--- config.mk ---
export PLATFORM = sky130hd
export DESIGN_NAME = ifu_top
export DESIGN_NICKNAME = d
export VERILOG_FILES = /design/src/logic/ifu_pkg.sv /design/src/logic/ifu_imem_ctrl.sv /design/src/logic/ifu_instr_queue.sv /design/src/logic/ifu_parcel_align.sv /design/src/logic/ifu_top.sv
export SDC_FILE = /design/constraint.sdc
export NUM_CORES = 1
export LEC_CHECK = 0
export ABC_AREA = 0
export BUFFER_PORTS_ARGS = -buffer_cell sky130_fd_sc_hd__buf_2
export CAP_MARGIN = 20
export CORE_ASPECT_RATIO = 1.25
export CORE_UTILIZATION = 30
export DETAILED_ROUTE_END_ITERATION = 8
export PLACE_DENSITY = 0.51
export SYNTH_ARGS = -nofsm -noshare
export SYNTH_HDL_FRONTEND = slang
export SYNTH_HIERARCHICAL = 1
export SYNTH_SLANG_ARGS = --single-unit
--- constraint.sdc ---
create_clock -name clk -period 6.5 [get_ports clk]
set_clock_uncertainty 0.1 [all_clocks]
set_input_delay 1.3 -clock clk [delete_from_list [all_inputs] [get_ports clk]]
set_output_delay 1.3 -clock clk [all_outputs]
set_load 0.005 [all_outputs]
--- src/logic/ifu_pkg.sv ---
package ifu_pkg;

    // Data path widths
    parameter int XLEN   = 32;
    parameter int HALF_W = 16;                  // One 16-bit parcel

    // --------------------------------------------------
    // Encodings
    // --------------------------------------------------

    typedef enum logic [1:0] {
        RESP_NONE,                              // Nothing this cycle
        RESP_OK,
        RESP_ERR                                // Access fault
    } mem_resp_e;

    typedef enum logic [1:0] {
        WR_NONE,
        WR_HI,                                  // Upper parcel only
        WR_FULL                                 // Both parcels
    } wr_size_e;

    // Named <upper parcel>_<lower parcel> of the fetched word
    typedef enum logic [2:0] {
        NONE,
        RVI_HI_RVI_LO,                          // Aligned 32-bit instr
        RVC_RVC,
        RVI_LO_RVC,
        RVC_RVI_HI,
        RVI_LO_RVI_HI,
        RVC_NV,                                 // Lower parcel skipped
        RVI_LO_NV
    } instr_kind_e;

    // --------------------------------------------------
    // Bundles
    // --------------------------------------------------

    typedef struct packed {
        logic            req;
        logic [XLEN-1:2] addr;                  // Word address
    } imem_req_t;

    typedef struct packed {
        mem_resp_e       resp;
        logic [XLEN-1:0] rdata;
    } imem_resp_t;

    typedef struct packed {
        logic            valid;
        logic [XLEN-1:0] instr;                 // RVC sits in bits 15:0
        logic            imem_err;
        logic            err_rvi_hi;            // Fault on upper half only
    } idu_out_t;

endpackage

--- src/logic/ifu_imem_ctrl.sv ---
`timescale 1ns/1ns

module ifu_imem_ctrl #(
    parameter int TXN_CNT_W = 3
) (
    input  logic                     clk,
    input  logic                     rst_n,
    input  logic                     pc_new_req_i,   // Redirect strobe
    input  logic [ifu_pkg::XLEN-1:0] pc_new_i,
    input  logic                     stop_fetch_i,   // Level
    input  logic                     imem_ack_i,
    input  ifu_pkg::imem_resp_t      imem_resp_i,
    input  logic                     q_has_room_i,
    output ifu_pkg::imem_req_t       imem_req_o,
    output logic                     resp_vd_o,      // Response kept
    output logic                     resp_err_o,     // Kept and faulty
    output logic                     flush_o,
    output logic [TXN_CNT_W-1:0]     vd_pnd_cnt_o    // Pending, not to be dropped
);
    import ifu_pkg::*;

    typedef enum logic {
        ST_IDLE,
        ST_FETCH
    } state_e;

    state_e               state;
    state_e               state_nxt;
    logic                 resp_ok;
    logic                 resp_er;
    logic                 resp_rcvd;
    logic                 discard;
    logic                 hs;
    logic                 fetch_req;
    logic                 stop_req;
    logic [XLEN-1:2]      addr_q;
    logic [XLEN-1:2]      addr_nxt;
    logic [TXN_CNT_W-1:0] pnd_cnt;
    logic [TXN_CNT_W-1:0] pnd_nxt;
    logic                 pnd_full;
    logic [TXN_CNT_W-1:0] dsc_cnt;
    logic [TXN_CNT_W-1:0] dsc_nxt;
    logic                 dsc_upd;

    // --------------------------------------------------
    // Response qualification
    // --------------------------------------------------

    assign resp_ok    = (imem_resp_i.resp == RESP_OK);
    assign resp_er    = (imem_resp_i.resp == RESP_ERR);
    assign resp_rcvd  = resp_ok | resp_er;
    assign discard    = |dsc_cnt;                    // Stale responses still due

    assign resp_vd_o  = resp_rcvd & ~discard;
    assign resp_err_o = resp_er & ~discard;
    assign flush_o    = pc_new_req_i | stop_fetch_i;

    assign hs = imem_req_o.req & imem_ack_i;         // Request accepted

    // --------------------------------------------------
    // Fetch FSM
    // --------------------------------------------------

    assign fetch_req = pc_new_req_i & ~stop_fetch_i;
    // A real fault halts fetch unless a redirect lands on top of it
    assign stop_req  = stop_fetch_i | (resp_err_o & ~pc_new_req_i);

    always_comb begin
        state_nxt = state;
        case (state)
            ST_IDLE:  if (fetch_req) state_nxt = ST_FETCH;
            ST_FETCH: if (stop_req)  state_nxt = ST_IDLE;
            default:  state_nxt = ST_IDLE;
        endcase
    end

    always_ff @(posedge clk or negedge rst_n) begin
        if (!rst_n) state <= ST_IDLE;
        else        state <= state_nxt;
    end

    // --------------------------------------------------
    // Word address
    // --------------------------------------------------

    // Carry out of bits 5:2 only at the block end
    always_comb begin
        if (pc_new_req_i) begin
            addr_nxt = pc_new_i[XLEN-1:2] + (XLEN-2)'(hs);  // Target already issued
        end else if (&addr_q[5:2]) begin
            addr_nxt = addr_q + (XLEN-2)'(hs);
        end else begin
            addr_nxt = {addr_q[XLEN-1:6], addr_q[5:2] + 4'(hs)};
        end
    end

    always_ff @(posedge clk or negedge rst_n) begin
        if (!rst_n)                   addr_q <= '0;
        else if (hs | pc_new_req_i)   addr_q <= addr_nxt;
    end

    // --------------------------------------------------
    // Pending and discard counters
    // --------------------------------------------------

    assign pnd_nxt  = pnd_cnt + TXN_CNT_W'(hs) - TXN_CNT_W'(resp_rcvd);
    assign pnd_full = &pnd_cnt;

    always_ff @(posedge clk or negedge rst_n) begin
        if (!rst_n)                 pnd_cnt <= '0;
        else if (hs ^ resp_rcvd)    pnd_cnt <= pnd_nxt;
    end

    // Redirect drops all older requests, a fault drops all younger ones
    assign dsc_upd = pc_new_req_i | resp_er | (resp_ok & discard);
    assign dsc_nxt = pc_new_req_i ? pnd_nxt - TXN_CNT_W'(hs)    // Keep the new one
                   : resp_err_o   ? pnd_nxt
                                  : dsc_cnt - 1'b1;

    always_ff @(posedge clk or negedge rst_n) begin
        if (!rst_n)       dsc_cnt <= '0;
        else if (dsc_upd) dsc_cnt <= dsc_nxt;
    end

    assign vd_pnd_cnt_o = pnd_cnt - dsc_cnt;

    // --------------------------------------------------
    // Request
    // --------------------------------------------------

    assign imem_req_o.req  = (pc_new_req_i & ~pnd_full & ~stop_fetch_i)
                           | ((state == ST_FETCH) & ~pnd_full & q_has_room_i);
    assign imem_req_o.addr = pc_new_req_i ? pc_new_i[XLEN-1:2] : addr_q;

endmodule

--- src/logic/ifu_instr_queue.sv ---
`timescale 1ns/1ns

module ifu_instr_queue #(
    parameter int QUEUE_WORDS = 2,      // Power of two
    parameter int TXN_CNT_W   = 3
) (
    input  logic                     clk,
    input  logic                     rst_n,
    input  logic [ifu_pkg::XLEN-1:0] rdata_i,
    input  logic                     resp_vd_i,
    input  logic                     resp_err_i,
    input  logic                     flush_i,
    input  ifu_pkg::wr_size_e        wr_size_i,
    input  logic [TXN_CNT_W-1:0]     vd_pnd_cnt_i,
    input  logic                     idu_rdy_i,
    output logic                     q_has_room_o,
    output ifu_pkg::idu_out_t        idu_o
);
    import ifu_pkg::*;

    localparam int HALVES = QUEUE_WORDS * 2;
    localparam int ADR_W  = $clog2(HALVES);
    localparam int PTR_W  = ADR_W + 1;                          // Extra wrap bit
    localparam int CMP_W  = (PTR_W > TXN_CNT_W) ? PTR_W : TXN_CNT_W;

    logic [HALF_W-1:0] q_data [HALVES];
    logic              q_err  [HALVES];

    logic [PTR_W-1:0]  wptr;
    logic [PTR_W-1:0]  rptr;
    logic [PTR_W-1:0]  rptr_nxt;
    logic              wr_en;
    logic              rd_vd;
    logic              rd_hword;
    logic [ADR_W-1:0]  head_idx;
    logic [ADR_W-1:0]  next_idx;
    logic [HALF_W-1:0] head;
    logic [HALF_W-1:0] next;
    logic              err_head;
    logic              err_next;
    logic              head_is_rvi;
    logic              is_empty;
    logic              one_half;
    logic [PTR_W-1:0]  ocpd_h;
    logic [PTR_W-1:0]  free_h_nxt;
    logic [PTR_W-1:0]  free_w_nxt;

    // --------------------------------------------------
    // Storage
    // --------------------------------------------------

    assign wr_en = resp_vd_i & ~flush_i;       // Redirect beats a late word

    always_ff @(posedge clk) begin
        if (wr_en) begin
            case (wr_size_i)
                WR_HI: begin
                    q_data[wptr[ADR_W-1:0]] <= rdata_i[XLEN-1:HALF_W];
                    q_err[wptr[ADR_W-1:0]]  <= resp_err_i;
                end
                WR_FULL: begin
                    q_data[wptr[ADR_W-1:0]]            <= rdata_i[HALF_W-1:0];
                    q_err[wptr[ADR_W-1:0]]             <= resp_err_i;
                    q_data[ADR_W'(wptr + PTR_W'(1))]   <= rdata_i[XLEN-1:HALF_W];
                    q_err[ADR_W'(wptr + PTR_W'(1))]    <= resp_err_i;
                end
                default: ;
            endcase
        end
    end

    // --------------------------------------------------
    // Pointers
    // --------------------------------------------------

    always_ff @(posedge clk or negedge rst_n) begin
        if (!rst_n) begin
            wptr <= '0;
        end else if (flush_i) begin
            wptr <= '0;
        end else if (wr_en && wr_size_i != WR_NONE) begin
            wptr <= wptr + ((wr_size_i == WR_FULL) ? PTR_W'(2) : PTR_W'(1));
        end
    end

    assign rd_vd    = idu_o.valid & idu_rdy_i;
    assign rd_hword = ~head_is_rvi | err_head;  // Faulty parcel goes alone
    assign rptr_nxt = flush_i ? '0
                    : rd_vd   ? rptr + (rd_hword ? PTR_W'(1) : PTR_W'(2))
                              : rptr;

    always_ff @(posedge clk or negedge rst_n) begin
        if (!rst_n) rptr <= '0;
        else        rptr <= rptr_nxt;
    end

    // --------------------------------------------------
    // Status
    // --------------------------------------------------

    assign ocpd_h     = wptr - rptr;
    assign is_empty   = (rptr == wptr);
    assign one_half   = (ocpd_h == PTR_W'(1));
    assign free_h_nxt = PTR_W'(HALVES) - (wptr - rptr_nxt);     // After this read
    assign free_w_nxt = free_h_nxt >> 1;

    // Every kept in-flight word already owns a slot
    assign q_has_room_o = CMP_W'(free_w_nxt) > CMP_W'(vd_pnd_cnt_i);

    // --------------------------------------------------
    // Decode-stage output
    // --------------------------------------------------

    assign head_idx    = rptr[ADR_W-1:0];
    assign next_idx    = ADR_W'(rptr + PTR_W'(1));
    assign head        = q_data[head_idx];
    assign next        = q_data[next_idx];
    assign err_head    = q_err[head_idx];
    assign err_next    = q_err[next_idx];
    assign head_is_rvi = &head[1:0];

    always_comb begin
        idu_o.valid      = 1'b0;
        idu_o.imem_err   = 1'b0;
        idu_o.err_rvi_hi = 1'b0;
        idu_o.instr      = rd_hword ? XLEN'(head) : {next, head};
        if (!is_empty) begin
            idu_o.err_rvi_hi = ~err_head & head_is_rvi & err_next;
            if (one_half) begin
                idu_o.valid    = rd_hword;              // RVI waits for its upper half
                idu_o.imem_err = err_head;
            end else begin
                idu_o.valid    = 1'b1;
                idu_o.imem_err = err_head | (head_is_rvi & err_next);
            end
        end
    end

endmodule

--- src/logic/ifu_parcel_align.sv ---
`timescale 1ns/1ns

module ifu_parcel_align (
    input  logic                     clk,
    input  logic                     rst_n,
    input  logic                     pc_new_req_i,
    input  logic                     pc_new_bit1_i,   // Target on upper parcel
    input  logic [ifu_pkg::XLEN-1:0] rdata_i,
    input  logic                     resp_vd_i,
    input  logic                     resp_err_i,
    output ifu_pkg::wr_size_e        wr_size_o
);
    import ifu_pkg::*;

    logic        unalign_q;     // Next word starts mid-word
    logic        straddle_q;    // Last word ended on an RVI low half
    logic        straddle_nxt;
    logic        hi_rvi;
    logic        lo_rvi;
    instr_kind_e kind;

    assign hi_rvi = &rdata_i[17:16];
    assign lo_rvi = &rdata_i[1:0];

    // Classify a kept OK word
    always_comb begin
        kind = NONE;
        if (resp_vd_i & ~resp_err_i) begin
            if (unalign_q) begin
                kind = hi_rvi ? RVI_LO_NV : RVC_NV;
            end else if (straddle_q) begin
                kind = hi_rvi ? RVI_LO_RVI_HI : RVC_RVI_HI;  // Low half ends prior RVI
            end else begin
                case ({hi_rvi, lo_rvi})
                    2'b00:   kind = RVC_RVC;
                    2'b10:   kind = RVI_LO_RVC;
                    default: kind = RVI_HI_RVI_LO;
                endcase
            end
        end
    end

    assign straddle_nxt = (kind == RVI_LO_NV) | (kind == RVI_LO_RVI_HI) | (kind == RVI_LO_RVC);

    always_ff @(posedge clk or negedge rst_n) begin
        if (!rst_n) begin
            unalign_q  <= 1'b0;
            straddle_q <= 1'b0;
        end else if (pc_new_req_i) begin
            unalign_q  <= pc_new_bit1_i;
            straddle_q <= 1'b0;
        end else if (resp_vd_i) begin
            unalign_q  <= 1'b0;         // Only the first word is cut
            straddle_q <= straddle_nxt;
        end
    end

    // Queue write size
    always_comb begin
        wr_size_o = WR_NONE;
        if (resp_vd_i) begin
            if (resp_err_i) begin
                wr_size_o = WR_FULL;    // Both halves flagged
            end else begin
                case (kind)
                    NONE:              wr_size_o = WR_NONE;
                    RVC_NV, RVI_LO_NV: wr_size_o = WR_HI;
                    default:           wr_size_o = WR_FULL;
                endcase
            end
        end
    end

endmodule

--- src/logic/ifu_top.sv ---
`timescale 1ns/1ns

module ifu_top #(
    parameter int QUEUE_WORDS = 2,      // Queue depth in words
    parameter int TXN_CNT_W   = 3       // Up to 2^W-1 requests in flight
) (
    input  logic                     clk,
    input  logic                     rst_n,
    input  logic                     pc_new_req_i,
    input  logic [ifu_pkg::XLEN-1:0] pc_new_i,
    input  logic                     stop_fetch_i,
    output ifu_pkg::imem_req_t       imem_req_o,
    input  logic                     imem_ack_i,
    input  ifu_pkg::imem_resp_t      imem_resp_i,
    output ifu_pkg::idu_out_t        idu_o,
    input  logic                     idu_rdy_i
);
    import ifu_pkg::*;

    logic                 resp_vd;
    logic                 resp_err;
    logic                 flush;
    logic                 q_has_room;
    logic [TXN_CNT_W-1:0] vd_pnd_cnt;
    wr_size_e             wr_size;

    // Memory side
    ifu_imem_ctrl #(
        .TXN_CNT_W    (TXN_CNT_W)
    ) i_imem_ctrl (
        .clk          (clk),
        .rst_n        (rst_n),
        .pc_new_req_i (pc_new_req_i),
        .pc_new_i     (pc_new_i),
        .stop_fetch_i (stop_fetch_i),
        .imem_ack_i   (imem_ack_i),
        .imem_resp_i  (imem_resp_i),
        .q_has_room_i (q_has_room),
        .imem_req_o   (imem_req_o),
        .resp_vd_o    (resp_vd),
        .resp_err_o   (resp_err),
        .flush_o      (flush),
        .vd_pnd_cnt_o (vd_pnd_cnt)
    );

    // Word to parcel split
    ifu_parcel_align i_parcel_align (
        .clk           (clk),
        .rst_n         (rst_n),
        .pc_new_req_i  (pc_new_req_i),
        .pc_new_bit1_i (pc_new_i[1]),
        .rdata_i       (imem_resp_i.rdata),
        .resp_vd_i     (resp_vd),
        .resp_err_i    (resp_err),
        .wr_size_o     (wr_size)
    );

    // Parcel buffer and decode-stage handshake
    ifu_instr_queue #(
        .QUEUE_WORDS  (QUEUE_WORDS),
        .TXN_CNT_W    (TXN_CNT_W)
    ) i_instr_queue (
        .clk          (clk),
        .rst_n        (rst_n),
        .rdata_i      (imem_resp_i.rdata),
        .resp_vd_i    (resp_vd),
        .resp_err_i   (resp_err),
        .flush_i      (flush),
        .wr_size_i    (wr_size),
        .vd_pnd_cnt_i (vd_pnd_cnt),
        .idu_rdy_i    (idu_rdy_i),
        .q_has_room_o (q_has_room),
        .idu_o        (idu_o)
    );

endmodule
# After elaboration in Yosys (flattened, before gate mapping)
# Memories as Yosys holds them, arrays and structs flattened.
# Cells that the tools add are included.
# word_totals
register_bits	45
word_cells	132
ramBits	68
out_inout_bits	66
memories	2
in_bits	72
# mem_list
memory	depth	word_bits	rd	rd_ports_with_merged_regs	write_ports	line	text
i_instr_queue.q_data	4	16	2	0	2	ifu_instr_queue.sv:26	logic [HALF_W-1:0] q_data [HALVES];
i_instr_queue.q_err	4	1	2	0	2	ifu_instr_queue.sv:27	logic q_err [HALVES];
# classes
n_addsub	15
magnitude_cmp	1
bitwise	39
reduce_logical	15
mux	40
eq_ne	11
# ops
op	count
$mux 30	3
$add 30x1->30	2
$mux 32	1
$mux 3	9
$mux 1	18
$and 1x1->1	16
$mux 16	1
$or 1x1->1	13
$mux 2	5
$eq 3x3->1 const B	3
$not 1->1	9
$sub 3x3->3	3
$pmux 2 s2	2
$reduce_and 2->1	4
$reduce_bool 2->1	4
$add 3x2->3	2
$eq 2x2->1 const B	3
$sub 3x1->3	2
$add 2x1->2 const B	2
$add 4x1->4	1
$eq 2x1->1 const B	2
$reduce_and 4->1	1
$add 3x1->3	1
$eq 3x1->1 const B	1
other kinds (13)	13

# Longest topological paths before layout
# An unclocked memory read counts as a cell.
# logic_depth
word_depth	19
depth_mapped	30
ltp_nobuf	27

# Hierarchy
# The synthesis kept the hierarchy.
# modules_own_cells
module	n_inst	cells_each	area_each_um2	seq_area_each_um2
ifu_instr_queue	1	290	4501.8	2192.1
ifu_imem_ctrl	1	373	3372.0	925.9
ifu_parcel_align	1	7	58.8	25.0

# Worst setup path before layout
# No wires, ideal clock.
# synth_path
path_kind	register to register
startpoint	register i_instr_queue.wptr[0]
endpoint	register i_imem_ctrl.dsc_cnt[2]
t_arrival_ps	6204
slack_ps	71
path_buffers	3
path_stages_with_launch	30
t_required_ps	6275
setup_time_ps	125
period_less_slack_ps	6429
cell_sequence	dfrtp_1 buf_2 clkinv_1 ha_1 fa_1 or3b_2 mux2i_1 a21oi_2 a211oi_1 ha_1 ha_1 xor3_1 o21ai_0 a21oi_1 nand3b_1 o311ai_1 ha_1 a21oi_1 a211oi_1 and2_1 buf_2 o211a_1 buf_2 ha_1 fa_1 inv_1 ha_1 xnor2_1 o21ai_0 mux2_2
# synth_between
elab_chain_cells	17
word_cells_on_any_way	19
cone_classes	add/sub (6); order compare (1); eq/ne (2); mux (6); bitwise (4)
# synth_rtl
item	line	text
from (decl)	ifu_instr_queue.sv:29	logic [PTR_W-1:0] wptr;
from (signal assigned)	ifu_instr_queue.sv:82	wptr <= wptr + ((wr_size_i == WR_FULL) ? PTR_W'(2) : PTR_W'(1));
$sub 3x3->3	ifu_instr_queue.sv:101	assign ocpd_h = wptr - rptr;
$eq 3x1->1	ifu_instr_queue.sv:103	assign one_half = (ocpd_h == PTR_W'(1));
$mux 1	ifu_instr_queue.sv:129	if (one_half) begin
$mux 1 (*)	ifu_instr_queue.sv:127	if (!is_empty) begin
$and 1x1->1 (*)	ifu_instr_queue.sv:86	assign rd_vd = idu_o.valid & idu_rdy_i;
$mux 3 (*)	ifu_instr_queue.sv:89	: rd_vd ? rptr + (rd_hword ? PTR_W'(1) : PTR_W'(2))
$mux 3 (*)	ifu_instr_queue.sv:88	assign rptr_nxt = flush_i ? '0
net i_instr_queue.rptr_nxt[1]	ifu_instr_queue.sv:31	logic [PTR_W-1:0] rptr_nxt;
[... 3 more ...]	-	
net q_has_room	ifu_top.sv:23	logic q_has_room;
$and 1x1->1 (*)	ifu_imem_ctrl.sv:132	| ((state == ST_FETCH) & ~pnd_full & q_has_room_i);
$or 1x1->1 (*)	ifu_imem_ctrl.sv:132	
$and 1x1->1 (*)	ifu_imem_ctrl.sv:58	assign hs = imem_req_o.req & imem_ack_i;
$add 3x1->3 (*)	ifu_imem_ctrl.sv:106	assign pnd_nxt = pnd_cnt + TXN_CNT_W'(hs) - TXN_CNT_W'(resp_rcvd);
$sub 3x1->3 (*)	ifu_imem_ctrl.sv:106	
net i_imem_ctrl.pnd_nxt[1]	ifu_imem_ctrl.sv:39	logic [TXN_CNT_W-1:0] pnd_nxt;
$sub 3x1->3 (*)	ifu_imem_ctrl.sv:116	assign dsc_nxt = pc_new_req_i ? pnd_nxt - TXN_CNT_W'(hs)
$mux 3 (*)	ifu_imem_ctrl.sv:116	
to (signal assigned)	ifu_imem_ctrl.sv:122	else if (dsc_upd) dsc_cnt <= dsc_nxt;
to (decl)	ifu_imem_ctrl.sv:41	logic [TXN_CNT_W-1:0] dsc_cnt;
# The timed path passes the listed nets; every way through them passes the cells marked *.
# A chain may end at the register's enable or synchronous reset.

==> impl_metrics.tcl <==
set metrics [dict create \
    drt-initial-drc-count 220 \
    syn_area_per_cell_um2 11.8 \
    cts.sinks 112 \
    startpoint_type "flip-flop" \
    max_cap_viol_count 0 \
    firstDrtPassIters 4 \
    end_kind "output port" \
    antenna_found_initial 1 \
    final-seq-area_um2 3150 \
    path_depth 21 \
    worst_pin_slew_ns 0.860 \
    netlist_instances 670 \
    finalHoldViolCount 0 \
    clk_pin_slew_worst_paths_ns 0.08 \
    finalSetupViolations 0 \
    fin_nets 918 \
    synthesis.area_um2 7930 \
    tritoncts "built" \
    root_buffer "clkbuf_16" \
    h-tree-depth 3 \
    clk_latency_ns 0.36 \
    hold_ws_ns 0.432 \
    grt_pass1_vias 5844 \
    grt.total_usage_pct 15.2 \
    synthArstFlopShare_pct 39.3 \
    clock.fmax_ghz 0.159 \
    yosys_warnings 6 \
    drv_slew 0 \
    r2r_slack_ns 0.41 \
    detail-route-antenna-nets 0 \
    worstHoldPathType "reg2reg" \
    die_x_um 147 \
    synthFlopType "edfxtp_1" \
    peakVddDrop_mv 0.107 \
    finalCritPeriodShare_pct 96.6 \
    slowest_delay_ns 0.57 \
    drt_wl_total_um 20000 \
    regToRegStartpoint "i_instr_queue/rptr[0]" \
    ys_ff_latch 112 \
    avgViaCountPerCell 5.02 \
    synth.net_count 768 \
    coreArea_um2 26000 \
    critPathRequiredTime_ns 5.10 \
    multi_input_area_um2 4530 \
    power_density_nw_per_um2 206 \
    crit_family "adder cells" \
    synth_edf_count 68 \
    seq_area_frac_synth_pct 39.6 \
    place_congestion 0.779 \
    min_period_ns 6.28 \
    clk_path_buf_depth 2 \
    die_h_um 184 \
    worstPathCellList "mux4_2 > and3b_4 > inv_4 > ha_1 > inv_1 > fa_1 > a211oi_2 > ha_1 > ha_1 > xor3_1 > buf_4 > nor3_1 > nand2_1 > o311ai_2 > ha_1 > a21oi_2 > a211oi_2 > and2_4 > buf_4 > o21a_1 > buf_2" \
    initial_core_util_pct 30.5 \
    path_common_cell "ha_1" \
    worstSetupPathType "reg2out" \
    relSlewSlack_pct 42.6 \
    drc 0 \
    areaGrowthSynthToFinish_pct 19.8 \
    cp_max_fo 5 \
    n_antenna_cell 0 \
    crit_path_top_delay_cell "mux4_2" \
    critPathLaunch "i_instr_queue/rptr[0]" \
    numCtsBuffers 9 \
    status "complete, no violations" \
    io_buffer_count 136 \
    grt_max_degree 77 \
    die-area_um2 27100 \
    min_delay_path_depth 2 \
    path_buf_inv 5 \
    yosys.cell_types.count 56 \
    place_hpwl_um 14500 \
    critPathArrivalTime_ns 4.88 \
    vias 5851 \
    num-fill-cells 2608 \
    p_leak_uw 0.00364 \
    r2r_end "i_imem_ctrl/dsc_cnt[2]" \
    rows 66 \
    grt_pass1_wl_um 32000 \
    cp-endpoint "imem_req_o[30]" \
    grt_setup_unrepaired "no" \
    ff2ff_path_depth 26 \
    drive_above_1_share_pct 41.8 \
    top_level_ports 138 \
    grt-ovfl-total 0 \
    wl_per_cell_um 17.2 \
    fin_setup_tns_ns 0 \
]
cells in the mapped netlist, drive strengths merged, types with 2 or more instances:
master | n | area [µm²]
dfrtp | 44 | 1100
nand3 | 28 | 140
o211ai | 2 | 15.0
nor2b | 2 | 12.5
xor2 | 29 | 254
nand2 | 32 | 120
fa | 5 | 100
and3 | 10 | 65.1
nor3 | 13 | 65.1
and2 | 21 | 131
edfxtp | 68 | 2040
o21ai | 25 | 125
clkinv | 2 | 7.51
a211oi | 10 | 92.6
clkbuf | 12 | 45.0
nor4 | 14 | 87.6
and4 | 8 | 70.1
nand2b | 5 | 31.3
xnor2 | 37 | 332
a21oi | 12 | 63.8
o21a | 4 | 30.0
nand3b | 4 | 30.0
mux4 | 33 | 754
nand4 | 18 | 119
mux2i | 26 | 260
inv | 32 | 120
o2111ai | 3 | 50.1
ha | 21 | 263
buf | 23 | 146
mux2 | 93 | 1050
nor2 | 22 | 82.6
stage by stage:
stage | std cells | power [µW] | setup slack, ns | utilization (%) | area (µm²)
2_1_floorplan | 670 | 1220 | 0.0715 | - | 7930
3_3_place_gp | 1141 | 1380 | 0.169 | 35.0 | 9100
3_5_place_dp | 1141 | 1390 | 0.0751 | 35.0 | 9100
4_1_cts | 1159 | 1970 | 0.0544 | 36.2 | 9420
5_1_grt | 1165 | 2080 | 0.00777 | 36.5 | 9500
6_report | 1165 | 1960 | 0.219 | 36.5 | 9500
logic make-up (layout without fill, tap and decap cells):
| group | count (synthesis) | count (layout) | share of synthesized area, % |
|---|---|---|---|
| and+or+nand+nor | 183 | 183 | 12.8 |
| adders and majority gates | 26 | 26 | 4.57 |
| xor gates and xnor gates | 67 | 67 | 7.68 |
| DFF | 112 | 112 | 39.6 |
| muxes | 152 | 152 | 26.0 |
| AOI/OAI and AO/OA | 61 | 61 | 5.35 |
| buffers and inverters | 69 | 224 | 4.02 |
power breakdown:
part / total (µW) / switching, µW / internal, µW
sequential: 851 / 51.4 / 800
combinational: 539 / 274 / 265
clock: 569 / 296 / 273
routing by layer:
layer,global-route usage [%],vias to the layer above,part of all wire [%]
li1,-,2807,-
met4,4.21,2,1.4
met1,18.4,2836,43
met2,27.4,182,51
met5,0,-,0.040
met3,2.68,24,5.3
cell usage in the layout (no fill, tap or decap), types with 9 or more instances in the layout:
cell type,n
buf_2,136
nor3_1,13
nand4_1,17
o21ai_0,20
nor4_1,14
nand3_1,28
xnor2_1,36
dfrtp_1,42
edfxtp_1,68
mux2_2,93
xor2_1,29
and2_1,20
mux2i_1,25
nor2_1,22
mux4_2,30
clkbuf_16,9
nand2_1,32
ha_1,20
buf_4,35
inv_1,31
timing repair:
item,4_1_cts,5_1_grt
pin swaps,0,2
endpoints found under the hold margin,0,0
hold buffers,0,0
resized for setup,2,10
buffers inserted,2,4
endpoints found under the setup margin,1,4
worst min path at each step:
stage | from | endpoint | slack, ns
floorplan | i_imem_ctrl/state | i_imem_ctrl/state | 0.37
finish | i_imem_ctrl/state | i_imem_ctrl/state | 0.43
global placement | i_imem_ctrl/state | i_imem_ctrl/state | 0.40
CTS | i_imem_ctrl/state | i_imem_ctrl/state | 0.43
detailed placement | i_imem_ctrl/state | i_imem_ctrl/state | 0.41
global route | i_parcel_align/unalign_q | i_parcel_align/unalign_q | 0.50
worst register-to-register path, cell delays in order (launching register included):
cell	delay, ns
dfrtp_2	0.46
mux4_2	0.57
and3b_4	0.22
inv_4	0.07
ha_1	0.14
inv_1	0.05
fa_1	0.47
a211oi_2	0.28
ha_1	0.27
ha_1	0.20
xor3_1	0.21
buf_4	0.16
nor3_1	0.12
nand2_1	0.09
o311ai_2	0.08
ha_1	0.30
a21oi_2	0.14
a211oi_2	0.05
and2_4	0.16
o211a_1	0.28
ha_1	0.22
fa_1	0.38
xnor2_1	0.14
xnor2_1	0.30
xnor2_1	0.16
o21ai_0	0.08
mux2_2	0.28
flip-flops by register name, summed over array words and instances (netlist names):
name                      flops
i_imem_ctrl/addr_q           30
i_imem_ctrl/dsc_cnt           3
i_imem_ctrl/pnd_cnt           3
i_imem_ctrl/state             1
i_instr_queue/q_data         64
i_instr_queue/q_err           4
i_instr_queue/rptr            3
i_instr_queue/wptr            3
i_parcel_align/unalign_q      1
layout make-up:
cell class	count	share of cell area [%]
Clock buffer	9	2.37
Clock inverter	7	0.737
Inverter	34	1.37
Multi-Input combinational cell	489	47.7
Sequential cell	112	33.1
Tap cell	340	4.48
Timing Repair Buffer	174	10.3
Note: power is estimated with default switching activity, not from simulation.
